### src/axi_lite_pkg.sv
// Shared definitions for the AXI4 to AXI4-Lite register subsystem
// Holds bus widths, pending limits, the register map and channel structs
package axi_lite_pkg;

  // Bus widths shared by the AXI4 side and the AXI4-Lite side
  localparam int ADDR_WIDTH = 32;
  localparam int DATA_WIDTH = 32;
  localparam int STRB_WIDTH = DATA_WIDTH / 8;

  // Widths of the fields that only exist on the AXI4 side
  localparam int ID_WIDTH   = 4;
  localparam int USER_WIDTH = 2;

  // Maximum outstanding transactions per direction
  // The adapter rounds these up to a power of two for its metadata FIFOs
  localparam int NUM_PENDING_RD = 2;
  localparam int NUM_PENDING_WR = 2;

  // Number of 32-bit registers in the slave, at a stride of 4 bytes
  localparam int REG_COUNT = 4;

  // AXI response encodings that the slave can return
  localparam logic [1:0] RESP_OKAY   = 2'b00;
  localparam logic [1:0] RESP_SLVERR = 2'b10;

  // Request fields that the Lite side cannot carry and that travel back
  // with the response
  typedef struct packed {
    logic [ID_WIDTH-1:0]   id;
    logic [USER_WIDTH-1:0] user;
  } meta_t;

  // AXI4 write address request
  typedef struct packed {
    logic [ID_WIDTH-1:0]   id;
    logic [ADDR_WIDTH-1:0] addr;
    logic [USER_WIDTH-1:0] user;
  } axi_aw_t;

  // AXI4 read address request, same layout as the write side
  typedef struct packed {
    logic [ID_WIDTH-1:0]   id;
    logic [ADDR_WIDTH-1:0] addr;
    logic [USER_WIDTH-1:0] user;
  } axi_ar_t;

  // Write data beat, identical on AXI4 and AXI4-Lite
  typedef struct packed {
    logic [DATA_WIDTH-1:0] data;
    logic [STRB_WIDTH-1:0] strb;
  } axi_w_t;

  // AXI4 write response
  typedef struct packed {
    logic [ID_WIDTH-1:0]   id;
    logic [1:0]            resp;
    logic [USER_WIDTH-1:0] user;
  } axi_b_t;

  // AXI4 read data beat
  typedef struct packed {
    logic [ID_WIDTH-1:0]   id;
    logic [DATA_WIDTH-1:0] data;
    logic [1:0]            resp;
    logic                  last;
    logic [USER_WIDTH-1:0] user;
  } axi_r_t;

  // AXI4-Lite address, used on both AW and AR
  typedef struct packed {
    logic [ADDR_WIDTH-1:0] addr;
  } lite_ax_t;

  // AXI4-Lite write response
  typedef struct packed {
    logic [1:0] resp;
  } lite_b_t;

  // AXI4-Lite read data beat
  typedef struct packed {
    logic [DATA_WIDTH-1:0] data;
    logic [1:0]            resp;
  } lite_r_t;

endpackage
### src/axi_lite_subsys_top.sv
// Register subsystem top, AXI4 slave port in front of the Lite regfile
module axi_lite_subsys_top (
  input  logic                  clk_i,
  input  logic                  rst_n_i,
  input  axi_lite_pkg::axi_aw_t aw_i,
  input  logic                  aw_valid_i,
  output logic                  aw_ready_o,
  input  axi_lite_pkg::axi_w_t  w_i,
  input  logic                  w_valid_i,
  output logic                  w_ready_o,
  output axi_lite_pkg::axi_b_t  b_o,
  output logic                  b_valid_o,
  input  logic                  b_ready_i,
  input  axi_lite_pkg::axi_ar_t ar_i,
  input  logic                  ar_valid_i,
  output logic                  ar_ready_o,
  output axi_lite_pkg::axi_r_t  r_o,
  output logic                  r_valid_o,
  input  logic                  r_ready_i
);

  import axi_lite_pkg::*;

  // Lite channels between the adapter and the register slave
  lite_ax_t lite_aw;
  logic     lite_aw_valid;
  logic     lite_aw_ready;
  axi_w_t   lite_w;
  logic     lite_w_valid;
  logic     lite_w_ready;
  lite_b_t  lite_b;
  logic     lite_b_valid;
  logic     lite_b_ready;
  lite_ax_t lite_ar;
  logic     lite_ar_valid;
  logic     lite_ar_ready;
  lite_r_t  lite_r;
  logic     lite_r_valid;
  logic     lite_r_ready;

  axi_to_axi_lite axi_to_axi_lite_inst (
    .clk_i, .rst_n_i,
    .aw_i, .aw_valid_i, .aw_ready_o,
    .w_i, .w_valid_i, .w_ready_o,
    .b_o, .b_valid_o, .b_ready_i,
    .ar_i, .ar_valid_i, .ar_ready_o,
    .r_o, .r_valid_o, .r_ready_i,
    .lite_aw_o (lite_aw), .lite_aw_valid_o (lite_aw_valid), .lite_aw_ready_i (lite_aw_ready),
    .lite_w_o  (lite_w),  .lite_w_valid_o  (lite_w_valid),  .lite_w_ready_i  (lite_w_ready),
    .lite_b_i  (lite_b),  .lite_b_valid_i  (lite_b_valid),  .lite_b_ready_o  (lite_b_ready),
    .lite_ar_o (lite_ar), .lite_ar_valid_o (lite_ar_valid), .lite_ar_ready_i (lite_ar_ready),
    .lite_r_i  (lite_r),  .lite_r_valid_i  (lite_r_valid),  .lite_r_ready_o  (lite_r_ready)
  );

  axi_lite_regfile axi_lite_regfile_inst (
    .clk_i, .rst_n_i,
    .aw_i (lite_aw), .aw_valid_i (lite_aw_valid), .aw_ready_o (lite_aw_ready),
    .w_i  (lite_w),  .w_valid_i  (lite_w_valid),  .w_ready_o  (lite_w_ready),
    .b_o  (lite_b),  .b_valid_o  (lite_b_valid),  .b_ready_i  (lite_b_ready),
    .ar_i (lite_ar), .ar_valid_i (lite_ar_valid), .ar_ready_o (lite_ar_ready),
    .r_o  (lite_r),  .r_valid_o  (lite_r_valid),  .r_ready_i  (lite_r_ready)
  );

endmodule

### src/axi_lite_regfile.sv
// AXI4-Lite slave with four 32-bit control registers
// Byte-strobed writes, SLVERR and zero data outside the mapped range
module axi_lite_regfile (
  input  logic                   clk_i,
  input  logic                   rst_n_i,
  input  axi_lite_pkg::lite_ax_t aw_i,
  input  logic                   aw_valid_i,
  output logic                   aw_ready_o,
  input  axi_lite_pkg::axi_w_t   w_i,
  input  logic                   w_valid_i,
  output logic                   w_ready_o,
  output axi_lite_pkg::lite_b_t  b_o,
  output logic                   b_valid_o,
  input  logic                   b_ready_i,
  input  axi_lite_pkg::lite_ax_t ar_i,
  input  logic                   ar_valid_i,
  output logic                   ar_ready_o,
  output axi_lite_pkg::lite_r_t  r_o,
  output logic                   r_valid_o,
  input  logic                   r_ready_i
);

  import axi_lite_pkg::*;

  logic [DATA_WIDTH-1:0] regs_q [REG_COUNT];

  // Write channel state
  logic                  wr_fire;
  logic                  wr_mapped;
  logic [1:0]            wr_idx;
  logic                  b_valid_q;
  logic [1:0]            b_resp_q;

  // Read channel state
  logic                  rd_fire;
  logic                  rd_mapped;
  logic [1:0]            rd_idx;
  logic                  r_valid_q;
  logic [DATA_WIDTH-1:0] r_data_q;
  logic [1:0]            r_resp_q;

  // Registers sit at a 4-byte stride from address zero
  assign wr_mapped = (aw_i.addr < ADDR_WIDTH'(REG_COUNT * 4));
  assign rd_mapped = (ar_i.addr < ADDR_WIDTH'(REG_COUNT * 4));
  assign wr_idx    = aw_i.addr[3:2];
  assign rd_idx    = ar_i.addr[3:2];

  // Address and data are taken together, and only once the previous
  // B has left so a single response register is enough
  assign wr_fire    = aw_valid_i & w_valid_i & ~b_valid_q;
  assign aw_ready_o = wr_fire;
  assign w_ready_o  = wr_fire;

  // One read in flight at a time
  assign ar_ready_o = ~r_valid_q;
  assign rd_fire    = ar_valid_i & ar_ready_o;

  // Register array with per-byte write enables
  always_ff @(posedge clk_i) begin
    if (!rst_n_i) begin
      for (int i = 0; i < REG_COUNT; i++) begin
        regs_q[i] <= '0;
      end
    end else if (wr_fire && wr_mapped) begin
      for (int b = 0; b < STRB_WIDTH; b++) begin
        if (w_i.strb[b]) begin
          regs_q[wr_idx][8*b +: 8] <= w_i.data[8*b +: 8];
        end
      end
    end
  end

  // B valid rises the cycle after the write and drops on b_ready
  always_ff @(posedge clk_i) begin
    if (!rst_n_i) begin
      b_valid_q <= 1'b0;
    end else if (wr_fire) begin
      b_valid_q <= 1'b1;
    end else if (b_ready_i) begin
      b_valid_q <= 1'b0;
    end
  end

  // Response code is captured with the write and held until taken
  always_ff @(posedge clk_i) begin
    if (wr_fire) begin
      b_resp_q <= wr_mapped ? RESP_OKAY : RESP_SLVERR;
    end
  end

  // R valid follows the same pattern as B
  always_ff @(posedge clk_i) begin
    if (!rst_n_i) begin
      r_valid_q <= 1'b0;
    end else if (rd_fire) begin
      r_valid_q <= 1'b1;
    end else if (r_ready_i) begin
      r_valid_q <= 1'b0;
    end
  end

  // Unmapped reads return zero data
  always_ff @(posedge clk_i) begin
    if (rd_fire) begin
      r_data_q <= rd_mapped ? regs_q[rd_idx] : '0;
      r_resp_q <= rd_mapped ? RESP_OKAY : RESP_SLVERR;
    end
  end

  assign b_valid_o = b_valid_q;
  assign b_o.resp  = b_resp_q;
  assign r_valid_o = r_valid_q;
  assign r_o.data  = r_data_q;
  assign r_o.resp  = r_resp_q;

endmodule

### src/axi_to_axi_lite.sv
// AXI4 to AXI4-Lite adapter for single-beat traffic
// Stores ID/USER per request in FIFOs and puts them back on B and R
module axi_to_axi_lite (
  input  logic                     clk_i,
  input  logic                     rst_n_i,
  // AXI4 slave side
  input  axi_lite_pkg::axi_aw_t    aw_i,
  input  logic                     aw_valid_i,
  output logic                     aw_ready_o,
  input  axi_lite_pkg::axi_w_t     w_i,
  input  logic                     w_valid_i,
  output logic                     w_ready_o,
  output axi_lite_pkg::axi_b_t     b_o,
  output logic                     b_valid_o,
  input  logic                     b_ready_i,
  input  axi_lite_pkg::axi_ar_t    ar_i,
  input  logic                     ar_valid_i,
  output logic                     ar_ready_o,
  output axi_lite_pkg::axi_r_t     r_o,
  output logic                     r_valid_o,
  input  logic                     r_ready_i,
  // AXI4-Lite master side
  output axi_lite_pkg::lite_ax_t   lite_aw_o,
  output logic                     lite_aw_valid_o,
  input  logic                     lite_aw_ready_i,
  output axi_lite_pkg::axi_w_t     lite_w_o,
  output logic                     lite_w_valid_o,
  input  logic                     lite_w_ready_i,
  input  axi_lite_pkg::lite_b_t    lite_b_i,
  input  logic                     lite_b_valid_i,
  output logic                     lite_b_ready_o,
  output axi_lite_pkg::lite_ax_t   lite_ar_o,
  output logic                     lite_ar_valid_o,
  input  logic                     lite_ar_ready_i,
  input  axi_lite_pkg::lite_r_t    lite_r_i,
  input  logic                     lite_r_valid_i,
  output logic                     lite_r_ready_o
);

  import axi_lite_pkg::*;

  logic  wr_full;
  logic  rd_full;
  meta_t wr_meta;
  meta_t rd_meta;

  // Write side metadata, pushed on every accepted AW and
  // released when its B response completes
  meta_fifo #(
    .DEPTH (2 ** $clog2(NUM_PENDING_WR))
  ) wr_meta_fifo_inst (
    .clk_i   (clk_i),
    .rst_n_i (rst_n_i),
    .push_i  (aw_valid_i & aw_ready_o),
    .data_i  ('{id: aw_i.id, user: aw_i.user}),
    .pop_i   (b_valid_o & b_ready_i),
    .data_o  (wr_meta),
    .full_o  (wr_full),
    .empty_o ()
  );

  // Read side metadata, popped on the last R beat
  // Every beat is last here since bursts are not split
  meta_fifo #(
    .DEPTH (2 ** $clog2(NUM_PENDING_RD))
  ) rd_meta_fifo_inst (
    .clk_i   (clk_i),
    .rst_n_i (rst_n_i),
    .push_i  (ar_valid_i & ar_ready_o),
    .data_i  ('{id: ar_i.id, user: ar_i.user}),
    .pop_i   (r_valid_o & r_ready_i & r_o.last),
    .data_o  (rd_meta),
    .full_o  (rd_full),
    .empty_o ()
  );

  // Requests pass only while there is room to remember their metadata
  // A full FIFO also hides the request from the Lite slave
  assign aw_ready_o      = ~wr_full & lite_aw_ready_i;
  assign lite_aw_valid_o = ~wr_full & aw_valid_i;
  assign lite_aw_o.addr  = aw_i.addr;

  assign ar_ready_o      = ~rd_full & lite_ar_ready_i;
  assign lite_ar_valid_o = ~rd_full & ar_valid_i;
  assign lite_ar_o.addr  = ar_i.addr;

  // Write data is the same on both sides
  assign lite_w_o       = w_i;
  assign lite_w_valid_o = w_valid_i;
  assign w_ready_o      = lite_w_ready_i;

  // Responses carry the head metadata of the matching FIFO
  assign b_o.id         = wr_meta.id;
  assign b_o.resp       = lite_b_i.resp;
  assign b_o.user       = wr_meta.user;
  assign b_valid_o      = lite_b_valid_i;
  assign lite_b_ready_o = b_ready_i;

  assign r_o.id         = rd_meta.id;
  assign r_o.data       = lite_r_i.data;
  assign r_o.resp       = lite_r_i.resp;
  assign r_o.last       = 1'b1;
  assign r_o.user       = rd_meta.user;
  assign r_valid_o      = lite_r_valid_i;
  assign lite_r_ready_o = r_ready_i;

endmodule

### src/meta_fifo.sv
// Small in-order FIFO for reflected ID/USER metadata
// Circular buffer with an occupancy counter, head entry always visible
module meta_fifo #(
  parameter int DEPTH = 2
) (
  input  logic                clk_i,
  input  logic                rst_n_i,
  input  logic                push_i,
  input  axi_lite_pkg::meta_t data_i,
  input  logic                pop_i,
  output axi_lite_pkg::meta_t data_o,
  output logic                full_o,
  output logic                empty_o
);

  import axi_lite_pkg::*;

  // A single entry still needs a one-bit pointer
  localparam int PTR_W = (DEPTH > 1) ? $clog2(DEPTH) : 1;
  localparam int CNT_W = $clog2(DEPTH + 1);

  meta_t            mem [DEPTH];
  logic [PTR_W-1:0] wr_ptr_q;
  logic [PTR_W-1:0] rd_ptr_q;
  logic [CNT_W-1:0] count_q;
  logic             do_push;
  logic             do_pop;

  assign full_o  = (count_q == CNT_W'(DEPTH));
  assign empty_o = (count_q == '0);

  // Requests against a full or empty buffer are dropped
  assign do_push = push_i & ~full_o;
  assign do_pop  = pop_i & ~empty_o;

  // The oldest entry sits at the read pointer
  assign data_o = mem[rd_ptr_q];

  // Storage only, the counter tells which slots hold valid data
  always_ff @(posedge clk_i) begin
    if (do_push) begin
      mem[wr_ptr_q] <= data_i;
    end
  end

  always_ff @(posedge clk_i) begin
    if (!rst_n_i) begin
      wr_ptr_q <= '0;
      rd_ptr_q <= '0;
      count_q  <= '0;
    end else begin
      if (do_push) begin
        // Wrap explicitly so any depth works
        wr_ptr_q <= (wr_ptr_q == PTR_W'(DEPTH - 1)) ? '0 : wr_ptr_q + 1'b1;
      end
      if (do_pop) begin
        rd_ptr_q <= (rd_ptr_q == PTR_W'(DEPTH - 1)) ? '0 : rd_ptr_q + 1'b1;
      end
      // Simultaneous push and pop leave the occupancy alone
      if (do_push && !do_pop) begin
        count_q <= count_q + 1'b1;
      end else if (do_pop && !do_push) begin
        count_q <= count_q - 1'b1;
      end
    end
  end

endmodule

### config.mk
export PLATFORM = sky130hd
export DESIGN_NAME = axi_lite_subsys_top
export DESIGN_NICKNAME = d
export VERILOG_FILES = /design/src/axi_lite_pkg.sv /design/src/axi_lite_subsys_top.sv /design/src/axi_lite_regfile.sv /design/src/axi_to_axi_lite.sv /design/src/meta_fifo.sv
export SDC_FILE = /design/constraint.sdc
export NUM_CORES = 1
export LEC_CHECK = 0
export ABC_AREA = 1
export BUFFER_PORTS_ARGS = -buffer_cell sky130_fd_sc_hd__buf_2
export CAP_MARGIN = 10
export CELL_PAD_IN_SITES_DETAIL_PLACEMENT = 1
export CELL_PAD_IN_SITES_GLOBAL_PLACEMENT = 2
export CORE_AREA = 10 10 168 170
export CTS_CLUSTER_DIAMETER = 50
export CTS_CLUSTER_SIZE = 10
export DETAILED_ROUTE_END_ITERATION = 7
export DIE_AREA = 0 0 178 180
export PLACE_DENSITY = 0.77
export SLEW_MARGIN = 20
export SYNTH_ARGS = -nofsm -noshare
export SYNTH_HDL_FRONTEND = slang
export SYNTH_SLANG_ARGS = --single-unit
### constraint.sdc
create_clock -name clk_i -period 2.1 [get_ports clk_i]
set_input_delay 0.105 -clock clk_i [delete_from_list [all_inputs] [get_ports clk_i]]
set_output_delay 0.105 -clock clk_i [all_outputs]
set_load 0.01 [all_outputs]
==> metrics <==
run status completed; Skew-Pair Late Insertion Delay 0.44 ns; filler instances 2758; clock period minus worst slack 1.86 ns; initial antenna violation count 10; Port Buffers between 150 and 200; Main synth FF type edfxtp_1; crit path DAT 2.02 ns; Crit Path Class reg2reg; first-pass GRT wire length 36900 µm; Seq/Total Area, Yosys 0.679; Die H 180 µm; vias in the first global route 6900; fin crit share 0.888; total track usage 0.148; post-synthesis cell type count 28; syn_area_per_cell 11.0 µm²; Cell Area, Synth 0.00857 mm²; Rows 58; Die X 178 µm; post-synth top area share 0.651; vias per cell 4.73; LEAKAGE roughly 4.2 nW; Max Cap Violations 0; Avg WL per Cell 17.4 µm; EDFF count, synth 186; Clock Sinks 198; layout cells sized above 1 0.275; largest net degree at the start of global routing between 60 and 70; RSZ-0062 raised after global routing false; clock slew at reported path FFs 0.08 ns; NumNets Final 1103; Starting Density 0.344; ranking of synthesized cells by area edfxtp_1 65%, nor2_1 11%, o21ai_0 4.3%, a21oi_1 3.0%, dfxtp_1 2.8%; gp weighted congestion 0.726; Worst EP required about 2.3 ns; Crit. End Element flip-flop; root buffer cell clkbuf_16; Worst IR Drop VDD 471 µV; Area Overhead vs Synth 26.9%; async set-reset flop share out of synthesis 0; Min-Delay Startpoint rst_n_i; Yosys reg bits 198; Worst Skew 0.0108 ns; Max Fclk about 540 MHz; Final Hold Viols 0; overall routed net length 23200 µm; CP Max Fanout 8; Synth Instances 781; count leader, synth nor2_1; Syn. warnings 0; P per Cell Area 806 mW/mm²; hold crit path type in2reg; vias ~6300; number of I/O pins ~170; TritonCTS clock tree done; HPWL Detailed 15800 µm; drt pass-1 iters 4; Sequential Area between 0.005 and 0.006 mm²; Final Core Density 0.437; max-slew violation total from the final report 0; Commonest cells post-synth 251 x nor2_1, 186 x edfxtp_1, 73 x o21ai_0, 51 x a21oi_1, 51 x inv_1; 1st-iter DRT viols 153; slew of the pin with the lowest slew margin ~0.59 ns; Final Setup Violations 0; Die Area approximately 0.032 mm²; clock buffer depth 2; drt drc 0; Final ANT Viol Nets 0; area leader, netlist edfxtp_1; setup_tns 0 ns; Startpoint Class flip-flop; Multi-input gate area 0.00239 mm²; CTS Buf Count 17; # H-tree levels 4; Rel. slew slack 0.607; Core ar. 0.0249 mm²; Remaining Overflow, GRT 0
[cell type report]
class                           instances  area share
Clock inverter                         15      0.0170
Clock buffer                           17      0.0391
Timing Repair Buffer                  220       0.131
Tap cell                              330      0.0379
Sequential cell                       198       0.535
Inverter                               55      0.0191
Multi-Input combinational cell        490       0.220
Antenna cell                            5     0.00115
[cells by family after synthesis]
kind of cell / count (synthesis) / share of synthesized area
compound gates: 126 / 0.0744
fa+ha+maj: 2 / 0.00292
simple gates: 347 / 0.183
other cells: 2 / 0.000876
buf+inv: 94 / 0.0435
flops: 198 / 0.679
mux: 12 / 0.0158
[what timing repair did]
item,in CTS,in global routing
hold endpoints to repair,26,0
endpoints found under the setup margin,0,8
hold buffers,14,0
resized for setup,0,1
buffers inserted,0,0
[placed cells by master, fill, tap and decap left out, types with 3 or more instances in the layout]
master           n
nor2_1         251
edfxtp_1       186
buf_2          165
o21ai_0         73
inv_1           51
a21oi_1         51
nand3_1         36
nand2_1         29
buf_4           29
clkbuf_16       17
dlygate4sd3_1   14
mux2_2          12
dfxtp_1         12
buf_12          12
nand3_4         10
nor4_1           7
diode_2          5
inv_8            5
nand3_2          4
nor3_1           3
conb_1           3
clkinv_8         3
[worst max-delay path: stages, from the launching register on]
cell      delay (ns)
dfxtp_1         0.35
inv_2           0.06
a21oi_2         0.17
nand3_4         0.09
clkinv_2        0.12
nand3_4         0.12
nor2_8          0.18
buf_12          0.16
nand3_4         0.06
nand2_1         0.12
buf_12          0.14
[per-stage QoR]
step                      instances  instance area [µm²]  hold slack (ns)  setup slack (ns)  power, mW
after global routing           1327                10900           0.0523            0.0586       9.13
after CTS                      1325                10900           0.0151             0.196       8.86
after detailed placement       1279                10100            0.297             0.179       5.52
final                          1330                10900           0.0246             0.236       8.77
after floorplan                 782                 8580            0.204             0.200       5.10
after global placement         1279                10100            0.293             0.198       5.49
[sequential cells by signal, summed over array words and instances, names as in the netlist, named ones only]
register                                         flops
axi_lite_regfile_inst.r_data_q                      32
axi_lite_regfile_inst.regs_q                       128
axi_to_axi_lite_inst.rd_meta_fifo_inst.rd_ptr_q      1
axi_lite_regfile_inst.b_valid_o                      1
axi_to_axi_lite_inst.rd_meta_fifo_inst.count_q       2
axi_to_axi_lite_inst.wr_meta_fifo_inst.rd_ptr_q      1
axi_to_axi_lite_inst.wr_meta_fifo_inst.mem          12
axi_to_axi_lite_inst.rd_meta_fifo_inst.mem          12
axi_lite_regfile_inst.r_valid_o                      1
axi_lite_regfile_inst.r_resp_q                       1
axi_lite_regfile_inst.b_o                            1
axi_to_axi_lite_inst.rd_meta_fifo_inst.wr_ptr_q      1
axi_to_axi_lite_inst.wr_meta_fifo_inst.count_q       2
axi_to_axi_lite_inst.wr_meta_fifo_inst.wr_ptr_q      1
[worst paths after layout]
check                                                      endpoint  slack [ns]  cells after the start
worst max-delay path            axi_lite_regfile_inst.regs_q[0][17]        0.24                     10
worst min-delay path                axi_lite_regfile_inst.b_valid_o        0.02                      3
worst max register to register  axi_lite_regfile_inst.regs_q[0][17]        0.24                     10
worst min register to register                            flip-flop        0.46                      1
[layer usage]
metal	track usage	share of wire
met1	0.167	0.41
met2	0.258	0.50
met3	0.0492	0.066
met4	0.0467	0.015
met5	0	0.0024
[power by group]
part / internal (mW) / leakage, nW / switching, mW
clock network: 1.72 / 0.292 / 1.63
registers: 4.54 / 1.89 / 0.0638
logic: 0.325 / 2.04 / 0.493
total: 6.59 / 4.22 / 2.19
Note: power is estimated with default switching activity, not from simulation.
